--- src/eeprom_pkg.sv ---
package eeprom_pkg;

    // device type code in the upper nibble of every control byte
    localparam logic [3:0] DEV_CODE = 4'b1010;

    // one host command, queued in cmd_fifo
    typedef struct packed {
        logic        is_read;
        logic [10:0] addr;
        logic [7:0]  wdata;   // ignored for reads
    } eeprom_cmd_t;

    // completion report, one per command
    typedef struct packed {
        logic        was_read;
        logic [10:0] addr;
        logic [7:0]  rdata;   // only meaningful for reads
        logic        ack_err; // slave NACKed a byte
    } eeprom_rsp_t;

    // first byte after a START
    typedef struct packed {
        logic [3:0] dev_code;
        logic [2:0] blk;      // address bits 10..8
        logic       rw;       // 1 = read
    } ctrl_byte_t;

    // same bus byte seen either as plain bits or as a control byte
    typedef union packed {
        logic [7:0] raw;
        ctrl_byte_t ctrl;
    } bus_byte_u;

endpackage
--- src/cmd_fifo.sv ---
module cmd_fifo #(
    parameter int FIFO_DEPTH = 4
) (
    input  logic                     CLK,
    input  logic                     RESET,
    input  logic                     push,
    input  eeprom_pkg::eeprom_cmd_t  push_cmd,
    input  logic                     pop,
    output eeprom_pkg::eeprom_cmd_t  head,
    output logic                     not_empty,
    output logic                     overflow
);

    localparam int PW = (FIFO_DEPTH > 1) ? $clog2(FIFO_DEPTH) : 1;
    localparam int CW = $clog2(FIFO_DEPTH + 1);

    eeprom_pkg::eeprom_cmd_t mem [FIFO_DEPTH];

    logic [PW-1:0] wr_ptr;
    logic [PW-1:0] rd_ptr;
    logic [CW-1:0] count;
    logic          full;
    logic          do_push;
    logic          do_pop;

    assign not_empty = (count != '0);
    assign full      = (count == CW'(FIFO_DEPTH));
    assign do_pop    = pop && not_empty;
    assign do_push   = push && (!full || do_pop); // pop frees a slot on the same edge
    assign head      = mem[rd_ptr];

    always_ff @(posedge CLK)
    begin
        if (do_push)
            mem[wr_ptr] <= push_cmd;
    end

    always_ff @(posedge CLK)
    begin
        if (RESET)
        begin
            wr_ptr   <= '0;
            rd_ptr   <= '0;
            count    <= '0;
            overflow <= 1'b0;
        end
        else
        begin
            if (do_push)
                wr_ptr <= (wr_ptr == PW'(FIFO_DEPTH - 1)) ? '0 : wr_ptr + 1'b1;
            if (do_pop)
                rd_ptr <= (rd_ptr == PW'(FIFO_DEPTH - 1)) ? '0 : rd_ptr + 1'b1;
            case ({do_push, do_pop})
                2'b10:   count <= count + 1'b1;
                2'b01:   count <= count - 1'b1;
                default: count <= count;
            endcase
            if (push && !do_push)
                overflow <= 1'b1;  // sticky until reset
        end
    end

endmodule

--- config.mk ---
export PLATFORM = sky130hd
export DESIGN_NAME = cmd_fifo
export DESIGN_NICKNAME = d
export VERILOG_FILES = /design/src/eeprom_pkg.sv /design/src/cmd_fifo.sv
export SDC_FILE = /design/constraint.sdc
export NUM_CORES = 1
export LEC_CHECK = 0
export BUFFER_PORTS_ARGS = -buffer_cell sky130_fd_sc_hd__buf_2
export CAP_MARGIN = 20
export CORE_ASPECT_RATIO = 1.75
export CORE_MARGIN = 10
export CORE_UTILIZATION = 60
export DETAILED_ROUTE_END_ITERATION = 16
export GPL_ROUTABILITY_DRIVEN = 0
export PLACE_DENSITY = 0.83
export SLEW_MARGIN = 15
export SYNTH_ARGS = -nofsm -noshare
export SYNTH_HDL_FRONTEND = slang
export SYNTH_SLANG_ARGS = --single-unit
--- constraint.sdc ---
create_clock -name CLK -period 2.7 [get_ports CLK]
set_input_delay 0.135 -clock CLK [delete_from_list [all_inputs] [get_ports CLK]]
set_output_delay 0.135 -clock CLK [all_outputs]
set_load 0.03 [all_outputs]
==> metrics.txt <==
Synth Warn #=0; largest net degree at the start of global routing=21; Initial DRT Pass Iterations=4; initial DRC count=around 110; Peak VDD IR=553 uV; die area=between 9000 and 10000 um2; Required @ worst endpoint=about 2.7 ns; Slew HR=0.310; grt ovf=0; Mapped Area=3460 um2; Syn Area/Cell=about 20 um2; wire length per cell=17.6 um; DP Wirelength=around 3600 um; CTS Root Cell=clkbuf_8; Synth Area in Adders=0.0239; Worst-Skew Late Latency=about 0.34 ns; TNS Setup=0 ns; port buffer count=45; Final Hold Viols=0; Endpoint, Worst Hold=mem[3][7]; Clock Pin Slew Worst Setup and Hold Paths=approximately 0.080 ns; post-synthesis mux area share=0.133; RSZ-0062 raised after global routing=false; Via Count=roughly 1.8k; area leader, netlist=edfxtp_1; worst slew pin tran=1.04 ns; num rows=36; CP Class=reg2reg; largest cells by area after synthesis=edfxtp_1 69%, mux4_2 13%, dfxtp_1 5.8%; Power Total=3000 uW; Hold Path Class=in2reg; post-layout min period=~2.0 ns; Slew Limit Fails=0; Post-Synth Simple-Gate Area=0.0390; first-pass GRT wire length=roughly 9000 um; FF-to-FF setup slack=~0.65 ns; max_cap viols=0; core area=5590 um2; Die Width=77.4 um; clk sinks=90; TritonCTS clock tree=built; setup violators final=0; compound-cell area share of the yosys netlist=0.0304; H-tree levels=3; RR Startpoint=count[0]; largest family of logic cells by synthesized area=multiplexers; crit end category=register; outcome=complete, no violations; die height=about 120 um; post-synthesis net count=202; crit start category=register; count of state elements after synthesis=90; initial antenna violation count=0; asr flop ratio synth=0; CTS max path bufs=2; IO Count=46; HP Start=push_cmd[7]; Seq/Total Area, Yosys=0.752; n_diodes=0; Initial Util=0.620; pwr/cell area=roughly 730 nW/um2; crit path max fanout=20; R2R depth=3; fin nets=267; Post-Synthesis Cells=172; Main synth FF type=edfxtp_1; WL final=5590 um; layout cells sized above 1=0.355; post-synth top area share=0.694; Netlist cell types=31; GRT Total Usage=0.127; Placed Instances=between 200 and 300; slowest stage delay, CP=roughly 0.85 ns; synth-to-layout area growth=18.5%; CP arrival=2.01 ns; post-route insts no fill=around 320; Crit-path slowest cell=and2_1; worst hold stages=1; Tcrit/Tclk final=0.759; DRC=0; vias in the first global route=around 1.9k; Static Leak=0.00141 uW; crit-path cells=nor4b_2 > nor2_1 > and2_1; postcts setup bufs=0; worst clock skew=0.00733 ns; reg2reg end=mem[3][13]; f_max=just under 500 MHz; Num CTS Buffers=9; Synth Area in XOR/XNOR=0.00506; DR vias/cell=between 5 and 6; antenna-violating nets left=0; EDFF count, synth=80
cell usage in the layout, fill, tap and decap left out, drive strengths merged, types with 5 or more instances in the layout:
cell	Yosys	final
a21oi	6	6
buf	6	47
clkbuf	2	9
dlygate4sd3	0	15
ha	5	5
inv	6	7
edfxtp	80	80
mux4	20	20
dfxtp	10	10
nor2	5	5
Yosys cell counts (all sizes together), types with 3 or more instances:
library cell  instances
buf                   6
or3                   3
and2                  4
nand3                 3
inv                   6
edfxtp               80
ha                    5
o21ai                 3
dfxtp                10
a21oi                 6
nor2                  5
mux4                 20
kinds of logic (layout without fill, tap and decap cells):
logic type,Yosys count,in the layout
flip-flops,90,90
AND/OR/NAND/NOR,23,23
multiplexers,21,21
AO/OA/AOI/OAI,16,16
buffers and inverters,14,84
adder cells (fa/ha/maj),6,6
XOR/XNOR,2,2
per-layer routing:
| layer | GRT usage | vias up | part of all wire |
|---|---|---|---|
| met5 | 0 | - | 0 |
| met1 | 0.135 | 885 | 0.38 |
| met2 | 0.222 | 38 | 0.56 |
| met3 | 0.0393 | 8 | 0.042 |
| met4 | 0.0631 | 0 | 0.019 |
| li1 | - | 820 | - |
per-stage QoR:
step	instance area, um2	utilization	hold WS [ns]	worst slack (ns)
after CTS	4100	0.735	0.00137	0.616
after global placement	3760	0.673	0.348	0.720
final	4100	0.735	0.0156	0.651
after global routing	4100	0.735	0.00102	0.451
after detailed placement	3760	0.673	0.353	0.665
after floorplan	3460	-	0.234	0.848
worst max-delay path: cells and delay by family, from the launching register on:
family        cells  cell delay (ns)
simple gates      3             1.18
flops             1             0.48
state kept, by name (all words and copies together) (netlist names), named ones only:
register and cells:
rd_ptr 2, overflow 1, wr_ptr 2, mem 80, count 3
repair_timing:
item                                   CTS  global route
resized for setup                        0             0
hold buffers                            15             0
setup endpoints to repair                0             0
endpoints found under the hold margin   54             0
worst max path at each step:
stage	startpoint	to	slack (ns)	cells after the start
after floorplan	count[0]	count[2]	0.85	7
after global placement	count[0]	mem[1][19]	0.72	3
after detailed placement	count[0]	mem[0][19]	0.67	3
after CTS	count[0]	mem[3][13]	0.62	3
after global routing	count[1]	mem[0][13]	0.45	3
final	count[0]	mem[3][13]	0.65	3
layout make-up:
| class | count | area, um2 |
|---|---|---|
| Clock buffer | 9 | 124 |
| Clock inverter | 7 | 68.8 |
| Fill cell | 363 | 1480 |
| Inverter | 6 | 22.5 |
| Multi-Input combinational cell | 68 | 801 |
| Sequential cell | 90 | 2600 |
| Tap cell | 76 | 95.1 |
| Timing Repair Buffer | 62 | 390 |
report_power, final:
part / total [uW] / switching (uW) / internal (uW)
Clock: 863 / 438 / 426
Combinational: 508 / 305 / 203
Sequential: 1620 / 31.9 / 1590
Note: power is estimated with default switching activity, not from simulation.
