### src/eeprom_pkg.sv
package eeprom_pkg;

    // device type code in the upper nibble of every control byte
    localparam logic [3:0] DEV_CODE = 4'b1010;

    // one host command, queued in cmd_fifo
    typedef struct packed {
        logic        is_read;
        logic [10:0] addr;
        logic [7:0]  wdata;   // ignored for reads
    } eeprom_cmd_t;

    // completion report, one per command
    typedef struct packed {
        logic        was_read;
        logic [10:0] addr;
        logic [7:0]  rdata;   // only meaningful for reads
        logic        ack_err; // slave NACKed a byte
    } eeprom_rsp_t;

    // first byte after a START
    typedef struct packed {
        logic [3:0] dev_code;
        logic [2:0] blk;      // address bits 10..8
        logic       rw;       // 1 = read
    } ctrl_byte_t;

    // same bus byte seen either as plain bits or as a control byte
    typedef union packed {
        logic [7:0] raw;
        ctrl_byte_t ctrl;
    } bus_byte_u;

endpackage
### src/eeprom_master.sv
module eeprom_master #(
    parameter int SCL_HALF = 4
) (
    input  logic                     CLK,
    input  logic                     RESET,
    input  logic                     cmd_ready,
    input  eeprom_pkg::eeprom_cmd_t  cmd,
    output logic                     pop,
    output logic                     rsp_stb,
    output eeprom_pkg::eeprom_rsp_t  rsp,
    output logic                     busy,
    output logic                     scl,
    output logic                     sda_low,
    input  logic                     sda_in
);

    // one bus bit takes 2*SCL_HALF clocks, scl low in the first half
    localparam int CW = $clog2(2 * SCL_HALF);
    localparam logic [CW-1:0] MID_LOW  = CW'(SCL_HALF / 2);
    localparam logic [CW-1:0] SCL_UP   = CW'(SCL_HALF - 1);
    localparam logic [CW-1:0] SAMPLE   = CW'(SCL_HALF);      // first clock with scl high
    localparam logic [CW-1:0] MID_HIGH = CW'(SCL_HALF + SCL_HALF / 2);
    localparam logic [CW-1:0] LAST     = CW'(2 * SCL_HALF - 1);

    typedef enum logic [3:0] {
        st_idle,
        st_start,
        st_ctrl,
        st_addr,
        st_data,
        st_restart,
        st_rctrl,
        st_read,
        st_nack,
        st_stop,
        st_resp
    } state_t;

    state_t                   state;
    logic [CW-1:0]            cnt;
    logic [3:0]               bit_cnt;
    eeprom_pkg::bus_byte_u    shreg;
    eeprom_pkg::eeprom_cmd_t  cmd_q;
    logic [7:0]               rdata_q;
    logic                     ack_err_q;
    logic                     send_st;
    logic                     cell_end;

    assign send_st  = (state == st_ctrl) || (state == st_addr) ||
                      (state == st_data) || (state == st_rctrl);
    assign cell_end = (cnt == LAST);

    assign pop     = (state == st_idle) && cmd_ready;
    assign busy    = (state != st_idle);
    assign rsp_stb = (state == st_resp);
    assign rsp     = eeprom_pkg::eeprom_rsp_t'{cmd_q.is_read, cmd_q.addr, rdata_q, ack_err_q};

    always_ff @(posedge CLK)
    begin
        if (RESET)
        begin
            state   <= st_idle;
            cnt     <= '0;
            bit_cnt <= '0;
            scl     <= 1'b1;
            sda_low <= 1'b0;
        end
        else
        begin
            case (state)
                st_idle:
                begin
                    if (cmd_ready)
                    begin
                        state <= st_start;
                        cnt   <= '0;
                    end
                end
                st_resp: state <= st_idle;
                default:
                begin
                    cnt <= cell_end ? '0 : cnt + 1'b1;
                    if (cnt == SCL_UP)
                        scl <= 1'b1;
                    if (cell_end && state != st_stop)
                        scl <= 1'b0;   // bus stays high after STOP

                    // data changes mid low, START/STOP edges mid high
                    if (cnt == MID_LOW)
                    begin
                        if (state == st_stop)
                            sda_low <= 1'b1;
                        else if (send_st)
                            sda_low <= (bit_cnt != 4'd8) && !shreg.raw[7];
                        else
                            sda_low <= 1'b0;
                    end
                    if (cnt == MID_HIGH)
                    begin
                        if (state == st_start || state == st_restart)
                            sda_low <= 1'b1;
                        else if (state == st_stop)
                            sda_low <= 1'b0;
                    end

                    if (cell_end)
                    begin
                        case (state)
                            st_start:
                            begin
                                state   <= st_ctrl;
                                bit_cnt <= '0;
                            end
                            st_restart:
                            begin
                                state   <= st_rctrl;
                                bit_cnt <= '0;
                            end
                            st_ctrl, st_addr, st_data, st_rctrl:
                            begin
                                if (bit_cnt != 4'd8)
                                    bit_cnt <= bit_cnt + 4'd1;
                                else
                                begin
                                    bit_cnt <= '0;
                                    if (ack_err_q)
                                        state <= st_stop;    // abort on NACK
                                    else
                                    begin
                                        case (state)
                                            st_ctrl: state <= st_addr;
                                            st_addr: state <= cmd_q.is_read ? st_restart : st_data;
                                            st_rctrl: state <= st_read;
                                            default: state <= st_stop;
                                        endcase
                                    end
                                end
                            end
                            st_read:
                            begin
                                if (bit_cnt == 4'd7)
                                begin
                                    state   <= st_nack;
                                    bit_cnt <= '0;
                                end
                                else
                                    bit_cnt <= bit_cnt + 4'd1;
                            end
                            st_nack: state <= st_stop;
                            default: state <= st_resp;    // end of stop
                        endcase
                    end
                end
            endcase
        end
    end

    always_ff @(posedge CLK)
    begin
        if (pop)
        begin
            cmd_q     <= cmd;
            ack_err_q <= 1'b0;
        end
        if (cnt == SAMPLE && send_st && bit_cnt == 4'd8 && sda_in)
            ack_err_q <= 1'b1;
        if (cnt == SAMPLE && state == st_read)
            rdata_q <= {rdata_q[6:0], sda_in};
        if (cell_end)
        begin
            if (state == st_start)
                shreg.ctrl <= eeprom_pkg::ctrl_byte_t'{eeprom_pkg::DEV_CODE,
                                                       cmd_q.addr[10:8], 1'b0};
            else if (state == st_restart)
                shreg.ctrl <= eeprom_pkg::ctrl_byte_t'{eeprom_pkg::DEV_CODE,
                                                       cmd_q.addr[10:8], 1'b1};
            else if (send_st && bit_cnt != 4'd8)
                shreg.raw <= {shreg.raw[6:0], 1'b0};
            else if (state == st_ctrl)
                shreg.raw <= cmd_q.addr[7:0];
            else if (state == st_addr)
                shreg.raw <= cmd_q.wdata;
        end
    end

endmodule

### config.mk
export PLATFORM = sky130hd
export DESIGN_NAME = eeprom_master
export DESIGN_NICKNAME = d
export VERILOG_FILES = /design/src/eeprom_pkg.sv /design/src/eeprom_master.sv
export SDC_FILE = /design/constraint.sdc
export NUM_CORES = 1
export LEC_CHECK = 0
export BUFFER_PORTS_ARGS = -buffer_cell sky130_fd_sc_hd__buf_2
export CORE_ASPECT_RATIO = 1.4
export CORE_MARGIN = 3
export CORE_UTILIZATION = 35
export DETAILED_ROUTE_END_ITERATION = 8
export HOLD_SLACK_MARGIN = 0.05
export SLEW_MARGIN = 20
export SYNTH_ARGS = -nofsm -noshare
export SYNTH_HDL_FRONTEND = slang
export SYNTH_SLANG_ARGS = --single-unit
### constraint.sdc
create_clock -name CLK -period 3.1 [get_ports CLK]
set_input_delay 0.93 -clock CLK [delete_from_list [all_inputs] [get_ports CLK]]
set_output_delay 0.93 -clock CLK [all_outputs]
set_load 0.005 [all_outputs]
==> results.json, run 1 <==
{
  "dr_total_vias": 1669,
  "syn_inst": 216,
  "clock-root-buffer": "clkbuf_8",
  "switchingPower_mw": 0.715,
  "grt_remaining_overflow": 0,
  "crit_type": "reg -> out",
  "hold_viol_final": 0,
  "max_freq_mhz": 389,
  "insertion_delay_ps": 300,
  "viasPerCell": 4.85,
  "drt_first_pass_iters": 5,
  "start_util_pct": 36.4,
  "yosysTopAreaCell": "edfxtp_1",
  "drc": 0,
  "synth.top_cell.area_share_pct": 44.9,
  "antenna_cells": 0,
  "num_rows": 35,
  "post_dp_cell_area_um2": 2650,
  "ios": 50,
  "worstPathMaxFanout": 16,
  "rr_endpoint": "sda_low",
  "timing.rr.start": "state[1]",
  "dp_cells": 336,
  "worstPathRequired_ps": 2170,
  "comb_power_share_pct": 32.8,
  "postCtsSetupRepairBufs": 0,
  "cts_buffer_depth": 2,
  "finalNetCount": 282,
  "p_sw_share_pct": 35.6,
  "power.total_mw": 2.01,
  "syn-num-nets": 247,
  "sequentialPowerShare_pct": 46.9,
  "rsz0062_at_grt": "no",
  "final-max-slew-violation-count": 0,
  "setup_viol": 0,
  "period_share_pct": 82.8,
  "power.share.clock_pct": 20.3,
  "syn_area_um2": 2410,
  "cap_viol_max_count": 0,
  "final.fill_count": 658,
  "dp_hpwl_um": 3500,
  "cts_tree": "built",
  "utilization_pct": 41.5,
  "intPower_mw": 1.29,
  "holdPathStages": 0,
  "async_flop_share_pct": 0,
  "layout_min_cycle_time_ps": 2570,
  "cts_sinks": 50,
  "core_region_area_um2": 6610,
  "fin_cells": 344,
  "min_to": "rdata_q[2]",
  "ir_worst_vdd_v": 0.000405,
  "r2r_setup_slack_ps": 840,
  "yosys-top-cells-area": "edfxtp_1 (45%), dfxtp_1 (12%), buf_4 (4.1%)",
  "drt_iter0_drc": 53,
  "die-area_um2": 7930,
  "ys_ff_latch": 50,
  "wirelength_um": 4650,
  "avgSynthCellArea_um2": 11.2,
  "cts_made_buffers": 5,
  "r2r_cells": 4,
  "status": "complete, no violations",
  "worstMarginPinSlew_ps": 825,
  "die_y_um": 104,
  "power.density_nw_per_um2": 731,
  "drive_above_1_share_pct": 25.0,
  "hold_path.class": "reg -> reg",
  "cp-end-kind": "output pin",
  "yosys_warnings": 0,
  "antenna_found_initial": 0,
  "startpoint_type": "flip-flop",
  "synth_edf_count": 36,
  "synth_seq_area_share_pct": 56.5,
  "grt_start_max_net_pins": 22,
  "fin_worst_skew_ps": 9.20,
  "grt_pass1_wl_um": 7620,
  "p_leak_nw": 1.03,
  "grt_pass1_vias": 1641,
  "setup_tns_ps": 0,
  "slew_headroom_pct": 44.8,
  "ctsHoldBuffers": 0,
  "worstPathArrival_ps": 1640,
  "wl_per_cell_um": 13.5,
  "die_w_um": 76.1,
  "cts.htree.levels": 2,
  "post_cts_resized": 0,
  "grt_use_total_pct": 11.9,
  "ys.flop_type": "edfxtp_1",
  "clk_pin_slew_ps": 100,
  "area_delta_synth_final_pct": 14.0,
  "routabilityCongestion": 0.844,
  "port_buffers": 49,
  "stdcell_area_um2": 2750,
  "ant_nets": 0,
  "worstHoldStart": "rdata_q[1]",
  "synth_cell_types": 47
}
worst max-delay path, cell delays in order, from the launching register on:
cell,delay [ps]
dfxtp_1,470
nor2_1,390
and3_1,320
buf_2,150
worst max path at each step:
stage / start / to / cells after the start
global route: state[0] / pop / 3
detailed placement: cmd_ready / pop / 3
finish: state[0] / pop / 3
CTS: state[0] / pop / 3
global placement: cmd_ready / pop / 3
floorplan: cmd_ready / pop / 1
stage by stage:
| step | setup slack (ps) | hold slack [ps] |
|---|---|---|
| after floorplan | 634 | 452 |
| after global placement | 734 | 436 |
| after detailed placement | 736 | 437 |
| after CTS | 496 | 461 |
| after global routing | 332 | 475 |
| final | 533 | 457 |
state kept, by name (all words and copies together), names as in the netlist:
register and flops:
rsp 12, cmd_q 8, rdata_q 8, shreg 8, bit_cnt 4, state 4
cnt 3, ack_err_q 1, scl 1, sda_low 1
layout by cell type (no fill, tap or decap), drive strengths merged, types with 3 or more instances in the layout:
cell type | netlist | final
buf | 19 | 51
edfxtp | 36 | 36
nor2 | 18 | 18
dfxtp | 14 | 14
nand2 | 13 | 13
inv | 9 | 11
a211oi | 8 | 8
nand2b | 8 | 8
nor2b | 7 | 7
a21oi | 7 | 7
o21ai | 7 | 7
ha | 7 | 7
and2 | 5 | 5
clkbuf | 4 | 5
nor3 | 4 | 4
mux2i | 4 | 4
o31ai | 3 | 3
nand3 | 3 | 3
a22oi | 3 | 3
layer usage:
layer  up-vias  share of wire [%]  global-route usage, %
li1        847                  -                      -
met1       775                 42                   13.0
met2        45                 52                   22.5
met3         2                5.1                   2.86
met4         0               0.52                   3.50
met5         -                  0                      0
synthesized netlist by cell type, drive strengths merged (5+ instances only):
| library cell | n |
|---|---|
| a21oi | 7 |
| dfxtp | 14 |
| nor2 | 18 |
| buf | 19 |
| nor2b | 7 |
| nand2b | 8 |
| and2 | 5 |
| edfxtp | 36 |
| ha | 7 |
| inv | 9 |
| o21ai | 7 |
| a211oi | 8 |
| nand2 | 13 |
power by group through the flow:
stage / clock (mW) / sequential, mW / combinational, mW
final: 0.407 / 0.942 / 0.658
after global routing: 0.441 / 0.960 / 0.748
after CTS: 0.420 / 0.942 / 0.672
after detailed placement: 0 / 0.959 / 0.668
after global placement: 0 / 0.956 / 0.660
after floorplan: 0 / 0.905 / 0.559
cell type report:
type | instances | area, um2 | area share, %
timing repair buffer | 51 | 260 | 9.48
multi-input combinational | 134 | 878 | 32.0
sequential | 50 | 1360 | 49.6
clock buffer | 5 | 68.8 | 2.51
clock inverter | 3 | 28.8 | 1.05
tap | 92 | 115 | 4.19
inverter | 9 | 33.8 | 1.23
kinds of logic (layout without fill, tap and decap cells):
logic type               count (synthesis)  after routing  share of synthesized area (%)
adder cells (fa/ha/maj)                  7              7                           3.64
XOR/XNOR                                 2              2                          0.727
buffers and inverters                   32             68                           7.27
flip-flops                              50             50                           56.5
AND/OR/NAND/NOR                         74             74                           16.5
AO/OA/AOI/OAI                           46             46                           13.2
multiplexers                             5              5                           2.13
Power figures use the tool's default switching activity.
==> inputs of run 2 (changes only) <==
clock period = 2.5 ns   (was 3.1 ns; I/O delays follow)
==> run 2 against run 1 <==
Hold slack worse by 5.9 ps. Power up 30%. Utilization up 0.74 points. Via count up 2.9%. Die area unchanged. Critical path type unchanged. Wire length up 2.3%. Clock skew down 3.1 ps. Sequential power up 24%. Count of clock-buffer cells in the layout unchanged. Clock power up 44%. Critical path depth unchanged. Non-clock buffer count up 4.
==> results.json, run 2 (synthesized netlist as in run 1, its figures left out) <==
{
  "status": "complete, no violations",
  "clock-root-buffer": "clkbuf_8",
  "grt_pass1_wl_um": 7910,
  "comb_power_share_pct": 32.5,
  "worstPathMaxFanout": 18,
  "switchingPower_mw": 0.878,
  "drc": 0,
  "power.density_nw_per_um2": 931,
  "post_cts_resized": 0,
  "wirelength_um": 4760,
  "dr_total_vias": 1717,
  "drt_first_pass_iters": 4,
  "cap_viol_max_count": 0,
  "largest_reg_flops": 12,
  "grt_start_max_net_pins": 22,
  "hold_path.class": "reg -> reg",
  "ir_worst_vdd_v": 0.000493,
  "dp_cells": 340,
  "rsz0062_at_grt": "no",
  "cts_tree": "built",
  "fin_cells": 348,
  "worstMarginPinSlew_ps": 707,
  "p_leak_nw": 1.06,
  "drive_above_1_share_pct": 26.2,
  "hold_viol_final": 0,
  "die-area_um2": 7930,
  "sequentialPowerShare_pct": 45.0,
  "slew_headroom_pct": 52.4,
  "antenna_cells": 0,
  "wl_per_cell_um": 13.7,
  "setup_viol": 0,
  "viasPerCell": 4.93,
  "antenna_found_initial": 0,
  "r2r_setup_slack_ps": 530,
  "cts.htree.levels": 2,
  "pre_cts_ws_ps": 498,
  "ant_nets": 0,
  "insertion_delay_ps": 310,
  "cts_made_buffers": 5,
  "intPower_mw": 1.73,
  "start_util_pct": 36.4,
  "cts_buffer_depth": 2,
  "power.share.clock_pct": 22.5,
  "worstPathRequired_ps": 1750,
  "p_sw_share_pct": 33.7,
  "num_rows": 35,
  "postCtsSetupRepairBufs": 0,
  "drt_iter0_drc": 51,
  "fin_worst_hold_slack_ps": 451,
  "die_y_um": 104,
  "fin_worst_skew_ps": 6.10,
  "cts_sinks": 50,
  "dp_hpwl_um": 3540,
  "final_common_cell": "buf_2",
  "crit_type": "reg -> out",
  "core_region_area_um2": 6610,
  "final-max-slew-violation-count": 0,
  "layout_common_cells": "buf_2 (49), edfxtp_1 (36), nor2_1 (18)",
  "layout_setup_ws_ps": 229,
  "clk_pin_slew_ps": 90,
  "startpoint_type": "flip-flop",
  "layout_min_cycle_time_ps": 2270,
  "worstPathArrival_ps": 1520,
  "setup_tns_ps": 0,
  "ctsHoldBuffers": 0,
  "stdcell_area_um2": 2800,
  "routabilityCongestion": 0.802,
  "period_share_pct": 90.8,
  "ios": 50,
  "max_freq_mhz": 440,
  "utilization_pct": 42.3,
  "grt_remaining_overflow": 0,
  "post_dp_cell_area_um2": 2680,
  "port_buffers": 49,
  "cp-end-kind": "output pin",
  "finalNetCount": 286,
  "power.total_mw": 2.60,
  "grt_pass1_vias": 1699,
  "die_w_um": 76.1,
  "area_delta_synth_final_pct": 16.1,
  "grt_use_total_pct": 12.4
}
[run 2: cell count changes in the layout (fill, tap and decap cells not counted), sizes merged]
cell    before  now
buf         51   55
bufinv       0    1
inv         11   10
[run 2: critical path, cell delays in order, from the launching register on]
cell,delay [ps]
dfxtp_1,680
nor2_1,130
and3_1,260
buf_2,140
[run 2: area by class of cell]
type / instances / area [um2]
fill: 650 / 3820
sequential: 50 / 1360
multi-input combinational: 134 / 878
timing repair buffer: 55 / 290
tap: 92 / 115
clock buffer: 5 / 68.8
clock inverter: 3 / 47.5
inverter: 9 / 33.8
[run 2: worst paths after layout]
path         cells past startpoint    endpoint       start
max                              3         pop    state[1]
min                              0  rdata_q[7]  rdata_q[6]
max reg2reg                      5    state[1]    state[1]
min reg2reg                      0  rdata_q[7]  rdata_q[6]
[run 2: power by group through the flow]
stage                     registers, mW  clock network, mW  logic (mW)
final                              1.17              0.585       0.845
after global routing               1.19              0.629       0.956
after CTS                          1.17              0.606       0.859
after detailed placement           1.19                  0       0.856
after global placement             1.19                  0       0.843
after floorplan                    1.12                  0       0.693
[run 2: per-layer routing]
metal,wire length [um],track usage (%)
met5,0,0
met4,89,4.92
met3,215,2.86
met2,2490,22.8
met1,1960,13.7
